File: config.mk
export PLATFORM = sky130hd
export DESIGN_NAME = controllerTop
export DESIGN_NICKNAME = d
export VERILOG_FILES = /design/src/hw/ctrlPkg.sv /design/src/hw/decodeIf.sv /design/src/hw/mainDecoder.sv /design/src/hw/aluDecoder.sv /design/src/hw/stageReg.sv /design/src/hw/executeCtrl.sv /design/src/hw/controllerTop.sv
export SDC_FILE = /design/constraint.sdc
export NUM_CORES = 1
export LEC_CHECK = 0
export BUFFER_PORTS_ARGS = -buffer_cell sky130_fd_sc_hd__buf_2
export CAP_MARGIN = 20
export CORE_MARGIN = 2
export CORE_UTILIZATION = 49
export DETAILED_ROUTE_END_ITERATION = 8
export GPL_TIMING_DRIVEN = 0
export PLACE_DENSITY = 0.81
export SLEW_MARGIN = 20
export SYNTH_ARGS = -nofsm -noshare
export SYNTH_HDL_FRONTEND = slang
export SYNTH_SLANG_ARGS = --single-unit
export TNS_END_PERCENT = 20
File: constraint.sdc
create_clock -name clk -period 1.98 [get_ports clk]
set_input_delay 0.198 -clock clk [delete_from_list [all_inputs] [get_ports clk]]
set_output_delay 0.198 -clock clk [all_outputs]
set_load 0.03 [all_outputs]
File: src/hw/ctrlPkg.sv
package ctrlPkg;

  //////////////////////////////////////////////////////////////////////
  // Encodings

  localparam int instrW = 32;                  // Instruction width

  localparam logic [6:0] opLoad    = 7'b0000011; // Loads
  localparam logic [6:0] opMiscMem = 7'b0001111; // fence and fence.i
  localparam logic [6:0] opOpImm   = 7'b0010011; // I-type ALU
  localparam logic [6:0] opAuipc   = 7'b0010111;
  localparam logic [6:0] opStore   = 7'b0100011; // Stores
  localparam logic [6:0] opOp      = 7'b0110011; // R-type and M extension
  localparam logic [6:0] opLui     = 7'b0110111;
  localparam logic [6:0] opBranch  = 7'b1100011;
  localparam logic [6:0] opJalr    = 7'b1100111;
  localparam logic [6:0] opJal     = 7'b1101111;
  localparam logic [6:0] opSystem  = 7'b1110011; // Privileged and CSR

  localparam logic [2:0] immI = 3'b000;        // Immediate formats
  localparam logic [2:0] immS = 3'b001;
  localparam logic [2:0] immB = 3'b010;
  localparam logic [2:0] immJ = 3'b011;
  localparam logic [2:0] immU = 3'b100;

  localparam logic [2:0] resAlu = 3'b000;      // Writeback result sources
  localparam logic [2:0] resMem = 3'b001;
  localparam logic [2:0] resCsr = 3'b010;
  localparam logic [2:0] resMdu = 3'b011;

  localparam logic [6:0] f7Zero   = 7'b0000000; // Base R-type and shifts
  localparam logic [6:0] f7Alt    = 7'b0100000; // sub and sra
  localparam logic [6:0] f7MulDiv = 7'b0000001; // M extension

  //////////////////////////////////////////////////////////////////////
  // Control words

  typedef struct packed {
    logic       regWrite;
    logic [2:0] immSrc;
    logic       aluSrcA, aluSrcB;              // ALU operand selects
    logic [1:0] memRw;                         // Bit 1 read, bit 0 write
    logic [2:0] resultSrc;
    logic       branch, aluOp, jump;
    logic       aluResultSrc;
    logic       csrRead, privileged;
    logic       fenceX;                        // Any legal fence encoding
    logic       mdu, illegal;
  } ctrlWordT;

  typedef struct packed {
    logic [2:0] aluSelect;
    logic       regWrite;
    logic [2:0] resultSrc;
    logic [1:0] memRw;
    logic       jump, branch;
    logic       aluSrcA, aluSrcB, aluResultSrc;
    logic       csrRead, csrWrite, privileged;
    logic [2:0] funct3;
    logic       subArith, mdu;
    logic       invalidateICache, flushDCache, fence;
    logic       instrValid;
  } execCtrlT;

  typedef struct packed {
    logic       regWrite;
    logic [2:0] resultSrc;
    logic [1:0] memRw;
    logic       csrRead, csrWrite, privileged;
    logic [2:0] funct3;
    logic       invalidateICache, flushDCache, fence;
    logic       instrValid, intDiv;
  } memCtrlT;

  typedef struct packed {
    logic       regWrite;
    logic [2:0] resultSrc;
    logic       intDiv;
  } wbCtrlT;

endpackage

File: src/hw/decodeIf.sv
`timescale 1ns/10ps

interface decodeIf (
  input logic clk                              // Sampling clock for decoder checks
);
  logic [ctrlPkg::instrW-1:0] instr;           // Decode-stage instruction
  ctrlPkg::ctrlWordT          ctrl;            // Main decoder output
  logic [2:0]                 aluSelect;
  logic                       subArith;        // Subtract or arithmetic shift
  logic                       csrWrite;
  logic                       fence;           // fence.i or sfence.vma
  logic                       invalidateICache, flushDCache;

  modport mainDec (input clk, input instr, output ctrl);

  modport aluDec (
    input  clk, instr, ctrl,
    output aluSelect, subArith, csrWrite, fence, invalidateICache, flushDCache
  );

  modport pipe (
    input instr, ctrl, aluSelect, subArith, csrWrite, fence, invalidateICache, flushDCache
  );
endinterface

File: src/hw/mainDecoder.sv
`timescale 1ns/10ps

module mainDecoder (
  decodeIf.mainDec dec
);
  logic [6:0] op;                              // Opcode
  logic [2:0] funct3;
  logic [6:0] funct7;
  logic [4:0] rs1, rd;
  logic       iShift, iNoShift;                // Shift immediates need funct7 checks
  logic       iFunct, rFunct, mFunct;          // ALU and muldiv encodings
  logic       lFunct, sFunct, bFunct, jrFunct; // Memory and control flow encodings
  logic       fenceFunct, pFunct, csrFunct;    // Fence and system encodings
  ctrlPkg::ctrlWordT cw;

  // Packs one legal control word
  function automatic ctrlPkg::ctrlWordT word(
    input logic       regWrite,
    input logic [2:0] immSrc,
    input logic [1:0] aluSrc,                  // {A, B}
    input logic [1:0] memRw,
    input logic [2:0] resultSrc,
    input logic [3:0] flow,                    // {branch, aluOp, jump, aluResultSrc}
    input logic [3:0] sys                      // {csrRead, privileged, fenceX, mdu}
  );
    word = '{regWrite: regWrite, immSrc: immSrc, aluSrcA: aluSrc[1], aluSrcB: aluSrc[0],
             memRw: memRw, resultSrc: resultSrc, branch: flow[3], aluOp: flow[2],
             jump: flow[1], aluResultSrc: flow[0], csrRead: sys[3], privileged: sys[2],
             fenceX: sys[1], mdu: sys[0], illegal: 1'b0};
  endfunction

  assign op     = dec.instr[6:0];
  assign funct3 = dec.instr[14:12];
  assign funct7 = dec.instr[31:25];
  assign rs1    = dec.instr[19:15];
  assign rd     = dec.instr[11:7];

  //////////////////////////////////////////////////////////////////////
  // Exact field checks

  assign iShift     = (funct3 == 3'b001 & funct7 == ctrlPkg::f7Zero) |
                      (funct3 == 3'b101 & (funct7 == ctrlPkg::f7Zero | funct7 == ctrlPkg::f7Alt));
  assign iNoShift   = (funct3 != 3'b001) & (funct3 != 3'b101);
  assign iFunct     = iShift | iNoShift;
  assign rFunct     = ((funct3 == 3'b000 | funct3 == 3'b101) & funct7 == ctrlPkg::f7Alt) |
                      (funct7 == ctrlPkg::f7Zero); // add/sub, srl/sra and the rest
  assign mFunct     = (funct7 == ctrlPkg::f7MulDiv);
  assign lFunct     = (funct3 != 3'b011) & (funct3 != 3'b110) & (funct3 != 3'b111); // lb..lhu
  assign sFunct     = (funct3 == 3'b000) | (funct3 == 3'b001) | (funct3 == 3'b010);
  assign bFunct     = (funct3[2:1] != 2'b01);   // No branch at 010 or 011
  assign jrFunct    = (funct3 == 3'b000);
  assign fenceFunct = (funct3 == 3'b000) | (funct3 == 3'b001); // fence, fence.i
  assign pFunct     = (funct3 == 3'b000) & (rs1 == 5'b0) & (rd == 5'b0);
  assign csrFunct   = (funct3[1:0] != 2'b00);

  //////////////////////////////////////////////////////////////////////
  // Control word per opcode

  always_comb begin
    cw         = '0;
    cw.illegal = 1'b1;                         // Anything unmatched stays illegal and inert
    case (op)
      ctrlPkg::opLoad:    if (lFunct)          // Loads
        cw = word(1'b1, ctrlPkg::immI, 2'b01, 2'b10, ctrlPkg::resMem, 4'b0000, 4'b0000);
      ctrlPkg::opMiscMem: if (fenceFunct)      // Fences
        cw = word(1'b0, ctrlPkg::immI, 2'b00, 2'b00, ctrlPkg::resAlu, 4'b0000, 4'b0010);
      ctrlPkg::opOpImm:   if (iFunct)          // I-type ALU
        cw = word(1'b1, ctrlPkg::immI, 2'b01, 2'b00, ctrlPkg::resAlu, 4'b0100, 4'b0000);
      ctrlPkg::opAuipc:                        // PC plus upper immediate
        cw = word(1'b1, ctrlPkg::immU, 2'b11, 2'b00, ctrlPkg::resAlu, 4'b0000, 4'b0000);
      ctrlPkg::opStore:   if (sFunct)          // Stores
        cw = word(1'b0, ctrlPkg::immS, 2'b01, 2'b01, ctrlPkg::resAlu, 4'b0000, 4'b0000);
      ctrlPkg::opOp:
        if (rFunct)                            // R-type
          cw = word(1'b1, ctrlPkg::immI, 2'b00, 2'b00, ctrlPkg::resAlu, 4'b0100, 4'b0000);
        else if (mFunct)                       // Multiply and divide
          cw = word(1'b1, ctrlPkg::immI, 2'b00, 2'b00, ctrlPkg::resMdu, 4'b0000, 4'b0001);
      ctrlPkg::opLui:                          // Immediate passes through ALU result mux
        cw = word(1'b1, ctrlPkg::immU, 2'b01, 2'b00, ctrlPkg::resAlu, 4'b0001, 4'b0000);
      ctrlPkg::opBranch:  if (bFunct)          // Target is PC plus offset
        cw = word(1'b0, ctrlPkg::immB, 2'b11, 2'b00, ctrlPkg::resAlu, 4'b1000, 4'b0000);
      ctrlPkg::opJalr:    if (jrFunct)
        cw = word(1'b1, ctrlPkg::immI, 2'b01, 2'b00, ctrlPkg::resAlu, 4'b0011, 4'b0000);
      ctrlPkg::opJal:
        cw = word(1'b1, ctrlPkg::immJ, 2'b11, 2'b00, ctrlPkg::resAlu, 4'b0011, 4'b0000);
      ctrlPkg::opSystem:
        if (pFunct)                            // ecall, mret, sfence.vma and friends
          cw = word(1'b0, ctrlPkg::immI, 2'b00, 2'b00, ctrlPkg::resAlu, 4'b0000, 4'b0100);
        else if (csrFunct)                     // CSR access
          cw = word(1'b1, ctrlPkg::immI, 2'b00, 2'b00, ctrlPkg::resCsr, 4'b0000, 4'b1000);
      default: ;
    endcase
  end

  assign dec.ctrl = cw;

  illegalInert: assert property (@(posedge dec.clk)
    dec.ctrl.illegal |-> !(dec.ctrl.regWrite || (|dec.ctrl.memRw) ||
                           dec.ctrl.branch || dec.ctrl.jump))
    else $error("Illegal instruction carries side effects");

endmodule

File: src/hw/aluDecoder.sv
`timescale 1ns/10ps

module aluDecoder (
  decodeIf.aluDec dec
);
  logic [2:0] funct3;
  logic [6:0] funct7;
  logic       subOp, sraOp, sltOp, sltuOp;     // Ops that invert or sign the B operand
  logic       csrZeroSrc;                      // rs1 or uimm is zero
  logic       sfenceVma, fenceI;

  assign funct3 = dec.instr[14:12];
  assign funct7 = dec.instr[31:25];

  // Address generation always adds
  assign dec.aluSelect = dec.ctrl.aluOp ? funct3 : 3'b000;

  assign subOp  = (funct3 == 3'b000) & funct7[5] & dec.instr[5]; // instr[5] splits sub from addi
  assign sraOp  = (funct3 == 3'b101) & funct7[5];
  assign sltOp  = (funct3 == 3'b010);
  assign sltuOp = (funct3 == 3'b011);
  assign dec.subArith = dec.ctrl.aluOp & (subOp | sraOp | sltOp | sltuOp);

  //////////////////////////////////////////////////////////////////////
  // CSR and fence actions

  assign csrZeroSrc   = (dec.instr[19:15] == 5'b0);
  assign dec.csrWrite = dec.ctrl.csrRead & ~(csrZeroSrc & funct3[1]); // Set/clear by zero is read only

  assign sfenceVma = dec.ctrl.privileged & (funct7 == 7'b0001001);
  assign fenceI    = dec.ctrl.fenceX & (funct3 == 3'b001);
  assign dec.fence = fenceI | sfenceVma;       // Both flush younger stages from Memory

  // Caches are always present so fence.i acts on both
  assign dec.invalidateICache = fenceI;
  assign dec.flushDCache      = fenceI;

  csrWriteIsCsr: assert property (@(posedge dec.clk) dec.csrWrite |-> dec.ctrl.csrRead)
    else $error("CSR write without CSR read");

endmodule

File: src/hw/stageReg.sv
`timescale 1ns/10ps

module stageReg #(
  parameter type payloadT = logic
) (
  input  logic    clk,
  input  logic    rst,
  input  logic    en,                          // Low while the stage stalls
  input  logic    clr,                         // Flush that only lands when enabled
  input  payloadT d,
  output payloadT q
);

  always_ff @(posedge clk) begin
    if (rst) begin
      q <= '0;
    end else if (en) begin
      q <= clr ? payloadT'('0) : d;            // Stalled stage holds even under flush
    end
  end

  clearedByReset: assert property (@(posedge clk) rst |=> (q == payloadT'('0)))
    else $error("Stage register not cleared by reset");

endmodule

File: src/hw/executeCtrl.sv
`timescale 1ns/10ps

module executeCtrl (
  input  ctrlPkg::execCtrlT ctrlE,
  input  logic [1:0]        flagsE,            // {eq, lt}
  input  logic [1:0]        memRwD,
  output logic              pcSrcE,
  output logic              branchSignedE,
  output logic              memReadE,
  output logic              mduActiveE,
  output logic              intDivE,
  output logic              storeStallD,
  output ctrlPkg::memCtrlT  memNext            // Memory stage payload
);
  logic eqE, ltE;
  logic branchFlag, branchTaken;

  //////////////////////////////////////////////////////////////////////
  // Branch resolution

  assign {eqE, ltE}    = flagsE;
  assign branchSignedE = ctrlE.branch & (ctrlE.funct3[2:1] != 2'b11); // bltu and bgeu compare unsigned
  assign branchFlag    = ctrlE.funct3[2] ? ltE : eqE;
  assign branchTaken   = branchFlag ^ ctrlE.funct3[0]; // bne, bge and bgeu invert

  always_comb begin
    pcSrcE = ctrlE.jump | (ctrlE.branch & branchTaken);
    assert (!pcSrcE || ctrlE.jump || ctrlE.branch)
      else $error("PC redirect without jump or branch");
  end

  assign memReadE    = ctrlE.memRw[1];
  assign mduActiveE  = (ctrlE.resultSrc == ctrlPkg::resMdu);
  assign intDivE     = ctrlE.mdu & ctrlE.funct3[2]; // div, divu, rem, remu
  assign storeStallD = ctrlE.memRw[0] & (|memRwD);  // Cache cannot take any access right after a store

  assign memNext = '{regWrite:         ctrlE.regWrite,
                     resultSrc:        ctrlE.resultSrc,
                     memRw:            ctrlE.memRw,
                     csrRead:          ctrlE.csrRead,
                     csrWrite:         ctrlE.csrWrite,
                     privileged:       ctrlE.privileged,
                     funct3:           ctrlE.funct3,
                     invalidateICache: ctrlE.invalidateICache,
                     flushDCache:      ctrlE.flushDCache,
                     fence:            ctrlE.fence,
                     instrValid:       ctrlE.instrValid,
                     intDiv:           intDivE};

endmodule

File: src/hw/controllerTop.sv
`timescale 1ns/10ps

module controllerTop (
  input  logic                       clk,
  input  logic                       rst,
  // Decode
  input  logic                       stallD, flushD,
  input  logic [ctrlPkg::instrW-1:0] instrD,
  output logic [2:0]                 immSrcD,
  output logic                       illegalBaseInstrD,
  output logic                       jumpD, branchD,
  output logic                       storeStallD,
  output logic                       instrValidD,
  // Execute
  input  logic                       stallE, flushE,
  input  logic [1:0]                 flagsE,   // {eq, lt}
  output logic                       pcSrcE,
  output logic                       aluSrcAE, aluSrcBE,
  output logic                       aluResultSrcE,
  output logic [2:0]                 aluSelectE,
  output logic                       memReadE, csrReadE,
  output logic [2:0]                 funct3E,
  output logic                       intDivE, mduE, subArithE,
  output logic                       jumpE, branchE, branchSignedE,
  output logic                       mduActiveE, instrValidE,
  // Memory
  input  logic                       stallM, flushM,
  output logic [1:0]                 memRwM,   // Bit 1 read, bit 0 write
  output logic                       csrReadM, csrWriteM, privilegedM,
  output logic [2:0]                 funct3M,
  output logic                       regWriteM,
  output logic                       invalidateICacheM, flushDCacheM,
  output logic                       instrValidM,
  output logic                       csrWriteFenceM, // Flushes younger stages
  // Writeback
  input  logic                       stallW, flushW,
  output logic                       regWriteW, intDivW,
  output logic [2:0]                 resultSrcW
);
  ctrlPkg::execCtrlT execD, execE;
  ctrlPkg::memCtrlT  memE, memM;
  ctrlPkg::wbCtrlT   wbM, wbW;

  //////////////////////////////////////////////////////////////////////
  // Decode

  decodeIf    dec (.clk);
  mainDecoder mainDec (.dec(dec.mainDec));
  aluDecoder  aluDec (.dec(dec.aluDec));

  assign dec.instr         = instrD;
  assign immSrcD           = dec.ctrl.immSrc;
  assign illegalBaseInstrD = dec.ctrl.illegal;
  assign jumpD             = dec.ctrl.jump;
  assign branchD           = dec.ctrl.branch;

  stageReg #(.payloadT(logic)) regD (
    .clk, .rst, .en(~stallD), .clr(flushD), .d(1'b1), .q(instrValidD)
  );

  assign execD = '{aluSelect: dec.aluSelect, regWrite: dec.ctrl.regWrite,
                   resultSrc: dec.ctrl.resultSrc, memRw: dec.ctrl.memRw,
                   jump: dec.ctrl.jump, branch: dec.ctrl.branch,
                   aluSrcA: dec.ctrl.aluSrcA, aluSrcB: dec.ctrl.aluSrcB,
                   aluResultSrc: dec.ctrl.aluResultSrc, csrRead: dec.ctrl.csrRead,
                   csrWrite: dec.csrWrite, privileged: dec.ctrl.privileged,
                   funct3: instrD[14:12], subArith: dec.subArith, mdu: dec.ctrl.mdu,
                   invalidateICache: dec.invalidateICache, flushDCache: dec.flushDCache,
                   fence: dec.fence, instrValid: instrValidD};

  //////////////////////////////////////////////////////////////////////
  // Execute

  stageReg #(.payloadT(ctrlPkg::execCtrlT)) regE (
    .clk, .rst, .en(~stallE), .clr(flushE), .d(execD), .q(execE)
  );

  executeCtrl exec (
    .ctrlE(execE), .flagsE, .memRwD(dec.ctrl.memRw), .pcSrcE, .branchSignedE,
    .memReadE, .mduActiveE, .intDivE, .storeStallD, .memNext(memE)
  );

  assign aluSrcAE      = execE.aluSrcA;
  assign aluSrcBE      = execE.aluSrcB;
  assign aluResultSrcE = execE.aluResultSrc;
  assign aluSelectE    = execE.aluSelect;
  assign csrReadE      = execE.csrRead;
  assign funct3E       = execE.funct3;
  assign mduE          = execE.mdu;
  assign subArithE     = execE.subArith;
  assign jumpE         = execE.jump;
  assign branchE       = execE.branch;
  assign instrValidE   = execE.instrValid;

  //////////////////////////////////////////////////////////////////////
  // Memory and Writeback

  stageReg #(.payloadT(ctrlPkg::memCtrlT)) regM (
    .clk, .rst, .en(~stallM), .clr(flushM), .d(memE), .q(memM)
  );

  assign memRwM            = memM.memRw;
  assign csrReadM          = memM.csrRead;
  assign csrWriteM         = memM.csrWrite;
  assign privilegedM       = memM.privileged;
  assign funct3M           = memM.funct3;
  assign regWriteM         = memM.regWrite;
  assign invalidateICacheM = memM.invalidateICache;
  assign flushDCacheM      = memM.flushDCache;
  assign instrValidM       = memM.instrValid;
  assign csrWriteFenceM    = memM.csrWrite | memM.fence;

  assign wbM = '{regWrite: memM.regWrite, resultSrc: memM.resultSrc, intDiv: memM.intDiv};

  stageReg #(.payloadT(ctrlPkg::wbCtrlT)) regW (
    .clk, .rst, .en(~stallW), .clr(flushW), .d(wbM), .q(wbW)
  );

  assign regWriteW  = wbW.regWrite;
  assign intDivW    = wbW.intDiv;
  assign resultSrcW = wbW.resultSrc;

endmodule

* Word-level counts from Yosys, hierarchy flattened
Cells that the tools add are included.
** Storage, ports and cells
- Logic and storage cells :: 119
- Bits in writable memories :: 0
- Register bits :: 49
- Memories :: 0
- Bits in latches :: 0
- Memory bits (read-only) :: 0
- Input port bits :: 44
** Cells by class
- Bitwise gates (word level) :: 35
- Add/sub/neg operators :: 0
- Equal/unequal tests :: 26
- Reductions and logical operators :: 6
- Multipliers :: 0
- Shifts and indexed selects :: 0
- Magnitude comparators :: 0
- Mux-type cells :: 17
- Div/mod/pow operators :: 0
** Operators by type and width (number)
- $pmux W20 S11 :: 1
- $mux W20 :: 7
- $mux W17 :: 2
- $eq A7 B6 Y1 const B :: 4
- $eq A7 B7 Y1 const B :: 4
- $mux W26 :: 1
- $and A1 B1 Y1 :: 20
- $mux W18 :: 1
- $eq A7 B4 Y1 const B :: 2
- $eq A7 B5 Y1 const B :: 2
- $or A1 B1 Y1 :: 13
- $logic_not A5 Y1 :: 2
- $eq A3 B2 Y1 const B :: 3
- $ne A3 B3 Y1 const B :: 3
- $eq A7 B1 Y1 const B :: 1
- $eq A7 B2 Y1 const B :: 1
- $logic_not A7 Y1 :: 1
- $mux W3 :: 2
- $mux W5 :: 1
- $eq A3 B1 Y1 const B :: 1
- $eq A3 B3 Y1 const B :: 1
- $logic_not A3 Y1 :: 1
- $ne A3 B1 Y1 const B :: 1
- $ne A3 B2 Y1 const B :: 1
- 7 further kinds :: 8

* Depth between registers and ports, before layout
- Word-level depth :: 10
- Gate-level depth with buffers :: 6
- Mapped depth without buffers :: 5

* By module
From an unflattened synthesis, not the netlist that was laid out.
** Unflattened totals
- Cell total of the unflattened synthesis :: 354
- Area total of the unflattened synthesis :: 3066.7 um^2
** Modules (own cells, without submodules)
- stageReg at regE :: cells each 115, seq. area each 520.5 um^2, instances 1, area an instance 1228.7 um^2
- stageReg at regM :: cells each 74, seq. area each 340.3 um^2, instances 1, area an instance 701.9 um^2
- mainDecoder :: cells each 94, seq. area each 0.0 um^2, instances 1, area an instance 553.0 um^2
- stageReg at regW :: cells each 21, seq. area each 100.1 um^2, instances 1, area an instance 205.2 um^2
- executeCtrl :: cells each 26, seq. area each 0.0 um^2, instances 1, area an instance 191.4 um^2
- aluDecoder :: cells each 14, seq. area each 0.0 um^2, instances 1, area an instance 118.9 um^2
- stageReg at regD :: cells each 4, seq. area each 20.0 um^2, instances 1, area an instance 42.5 um^2
- controllerTop :: cells each 6, seq. area each 0.0 um^2, instances 1, area an instance 25.0 um^2

* Least setup slack after synthesis
OpenSTA, ideal clock, no wires.
- Path type :: input port to flip-flop
- Start point :: in instrD[15] (netlist bit)
- End point :: reg regE.q[1] (netlist bit)
- Arrival time :: 1.676 ns
- Slack :: 0.218 ns
- Buffers on the path :: 0
- Stages :: 5
- Path through :: or4_4 -> nor2_2 -> nand4_1 -> or4_4 -> a221oi_2
** Between the ends
- Word-level cells in the longest chain between the ends :: 8
- Elaborated cells between the ends (all ways) :: 9
- Those cells by class :: 3 x mux; 5 x bitwise; 1 x reduce/logical
** Ends and longest elaborated chain
- start: declaration :: line controllerTop.sv:8 : input logic [ctrlPkg::instrW-1:0] instrD,
- $logic_not A5 Y1 * :: line mainDecoder.sv:53 : assign pFunct = (funct3 == 3'b000) & (rs1 == 5'b0) & (rd == 5'b0);
- $and A1 B1 Y1 * (2 in series) :: line mainDecoder.sv:53
- $mux W20 * :: line mainDecoder.sv:87 : if (pFunct)
- $pmux W20 S11 * :: line mainDecoder.sv:62 : case (op)
- $and A1 B1 Y1, on equally long branches :: line aluDecoder.sv:31, aluDecoder.sv:30
- $or A1 B1 Y1 * :: line aluDecoder.sv:32 : assign dec.fence = fenceI | sfenceVma;
- $mux W26 * :: line stageReg.sv:18 : q <= clr ? payloadT'('0) : d;
- end signal: assignment :: line stageReg.sv:18
- end: declaration :: line stageReg.sv:11 : output payloadT q
Mark *: on every way between the ends. The rest lies on a longest branch, timed or not.
A chain may end at the register's enable or synchronous reset.

* Worst setup path after layout
- Start point :: in instrD[2] (netlist bit)
- End point :: out storeStallD
** Between the ends
- Word-level cells in the longest chain between the ends :: 4
- Elaborated cells between the ends (all ways) :: 14
- Those cells by class :: 11 x eq/ne; 1 x mux; 1 x bitwise; 1 x reduce/logical
** Ends and longest elaborated chain
- $eq A7 B7 Y1, or another cell as far along :: line mainDecoder.sv:62
- $pmux W20 S11 * :: line mainDecoder.sv:62
- $reduce_or A2 Y1 * :: line executeCtrl.sv:35 : assign storeStallD = ctrlE.memRw[0] & (|memRwD);
- $and A1 B1 Y1 * :: line executeCtrl.sv:35
- end: declaration :: line controllerTop.sv:12 : output logic storeStallD,
Marks and branches as above.

==> flow_summary_export.csv <==
group,metric,value,unit
status,status,"finished clean",
cells_and_area,area_growth,25.4,%
drt,first_pass_iters,4,
power,leakagePower,0.00129,uW
drt,drc_errors,0,
drt,wl_met2,2920,um
grt,antenna_found_initial,0,
timing,relSlewSlack,63.2,%
placed_design,portBuffers,79,
yosys,ys_seq_area_share,37.3,%
setup_path,max_stage_delay,0.46,ns
yosys,ys_types,55,
hold_path,min_path_type,"in2reg",
drt,routed_wl,6230,um
clock_tree,cts_setup_buffers,0,
timing,fin_setup_tns,0,ns
cells_and_area,utilization,63.0,%
floorplanning,io_pins,90,
timing,max_freq,529,MHz
placed_design,place.gp.congestion,0.997,
timing,rsz0062_at_grt,"false",
power,power_per_cell_area,633,mW/mm^2
setup_path,start_kind,"primary input",
drt,wl_met3,430,um
yosys,synthesis.instances,291,
clock_tree,cts_htree_levels,2,
clock_tree,cts-hold-fix-buffers,0,
cells_and_area,num_antenna_cells,0,
timing,worst_pin_slew,0.549,ns
yosys,synth_area_per_cell,8.10,sq um
setup_path,crit_chain,"buf_2 > and4bb_2 > nand3_1 > a2111oi_4 > o21a_1 > buf_2",
setup_path,cp_max_fo,6,
floorplanning,coreArea,0.00469,sq mm
floorplanning,row_count,25,
drt,maxUsedRoutingLayer,"met4",
grt,track_usage,23.8,%
timing,fin_ws,0.0881,ns
yosys,synth-seq-cells,44,
yosys,netlist_area,0.00236,sq mm
drt,via_count,2423,
floorplanning,die-width,73.4,um
grt,grt_overflow_total,0,
drt,vias_per_cell,5.62,
yosys,synthArstFlopShare,0,%
grt,grt_pass1_wl,9920,um
setup_path,crit_required,1.78,ns
drt,routedWlPerCell,14.5,um
setup_path,cp_top_family,"compound AO/OA/AOI/OAI gates",
yosys,syn_nets,335,
clock_tree,clock_latency,0.31,ns
clock_tree,root_buffer,"clkbuf_8",
setup_path,arrival,1.69,ns
placed_design,dp.final_hpwl,4650,um
yosys,yosys-top-cells-area,"dfxtp_1 37%, a21oi_1 7.9%, nor2_1 6.4%",
clock_tree,clk_pin_slew_worst_paths,0.08,ns
drt,ant_nets,0,
power,ir_drop,0.356,mV
placed_design,dp_slack,-0.454,ns
clock_tree,tritoncts,"built",
timing,holdWs,0.121,ns
setup_path,slowest_stage,"a2111oi_4",
drt,met1_length,2720,um
clock_tree,cts_buffers,5,
timing,hold_viol_final,0,
cells_and_area,nets,420,
clock_tree,cts.sinks,44,
yosys,yosys.area.top_type_share,37.3,%
floorplanning,die_y,73.4,um
clock_tree,cts_buffer_depth,2,
yosys,yosysWarnings,0,
flow_run,max-cap-violations,0,
timing,finalClockSkew,0.00954,ns
timing,setup_violations,0,
timing,period_minus_slack,1.89,ns
yosys,synth_edf_count,0,
floorplanning,initial_core_util,50.3,%
timing,report.final.slew_viol_count,0,
cells_and_area,fill_cells,434,
grt,grt_max_degree,17,
floorplanning,die_area,0.00538,sq mm
setup_path,setup.worst_path.class,"in2out",
yosys,ys.flop_type,"dfxtp_1",
setup_path,end_kind,"primary output",
yosys,yosysTopAreaCell,"dfxtp_1",
setup_path,path_buf_inv,2,
timing,post-route-period-util,95.6,%
cells_and_area,drive_gt1_share,31.3,%
setup_path,critPathMostFrequentCell,"buf_2",
drt,first_iter_violations,183,
grt,grt_pass1_vias,2244,
-- cells by family after synthesis --
logic type | Yosys count | synth area share (%)
AND/OR/NAND/NOR | 127 | 30.3
buffers and inverters | 38 | 10.3
flip-flops | 44 | 37.3
other | 1 | 0.159
AO/OA/AOI/OAI | 79 | 21.1
multiplexers | 1 | 0.424
XOR/XNOR | 1 | 0.371
-- sequential cells by signal, indices dropped and copies added, names as in the netlist --
signal and flops:
regE.q 24, regM.q 15, regW.q 4, regD.q 1
-- tightest hold or removal path, stage by stage --
cell and delay (ns):
buf_2 0.09, a21oi_1 0.06, nor2_1 0.07
-- power breakdown --
part           internal, uW  switching, uW
logic                  88.4            149
registers               892           6.79
clock network           412            323
total                  1390            479
-- path summary, 6_finish.rpt --
path | from | slack, ns | to | cells past startpoint
setup / recovery | instrD[2] | 0.09 | storeStallD | 6
hold / removal | stallD | 0.12 | regD.q$_SDFFE_PP0N_ | 3
setup reg to reg | regE.q[22]$_SDFFE_PP0N_ | 0.99 | regE.q[22]$_SDFFE_PP0N_ | 2
hold reg to reg | regE.q[9]$_SDFFE_PP0N_ | 0.47 | regE.q[9]$_SDFFE_PP0N_ | 2
-- routing by layer --
metal / vias to the layer above / GRT usage, %
li1: 1202 / -
met1: 1116 / 30.1
met5: - / 0
met2: 91 / 38.5
met4: 0 / 11.5
met3: 14 / 4.80
-- area by class of cell --
cell class | instances | area [sq um] | share of cell area (%)
tap | 54 | 67.6 | 2.28
sequential | 44 | 881 | 29.8
multi-input combinational | 209 | 1250 | 42.4
timing repair buffer | 79 | 395 | 13.4
buffer | 32 | 220 | 7.44
clock inverter | 2 | 38.8 | 1.31
clock buffer | 6 | 82.6 | 2.79
inverter | 5 | 18.8 | 0.635
-- Yosys cell counts, types with 3 or more instances --
master	n
a21oi_1	37
nor3b_1	19
nand2_1	17
a22oi_1	5
nor2_1	40
a31oi_1	4
nor2b_1	3
buf_4	16
nor3_1	9
or4_1	4
nand2b_1	7
o21ai_0	6
a22o_1	4
a21boi_0	3
dfxtp_1	44
clkbuf_1	11
o211ai_1	3
nand3_1	6
inv_1	5
-- through the flow --
stage          instance area (sq um)  power, uW  instances
2_1_floorplan                   2360       1060        291
3_3_place_gp                    2820       1150        424
3_5_place_dp                    2820       1150        424
4_1_cts                         2950       1870        431
5_1_grt                         2960       1930        431
6_report                        2960       1870        431
-- layout by cell type, fill, tap and decap left out, drive strengths merged, types with 3 or more instances in the layout --
master | netlist | layout
dfxtp | 44 | 44
nor2 | 41 | 41
buf | 19 | 98
nand2 | 17 | 17
nor2b | 3 | 3
a21boi | 3 | 3
a21oi | 37 | 37
clkbuf | 13 | 18
nand2b | 7 | 7
o211ai | 3 | 3
nor3b | 19 | 19
nand3 | 6 | 6
o21ai | 7 | 7
inv | 5 | 5
nor3 | 10 | 10
a22oi | 5 | 5
a22o | 4 | 4
or4 | 6 | 6
a31oi | 4 | 4
and3 | 3 | 3
-- repair_timing --
item                                    CTS  global route
endpoints found under the setup margin    2             2
resized for setup                         2             1
pin swaps                                 0             0
Note: power is estimated with default switching activity, not from simulation.
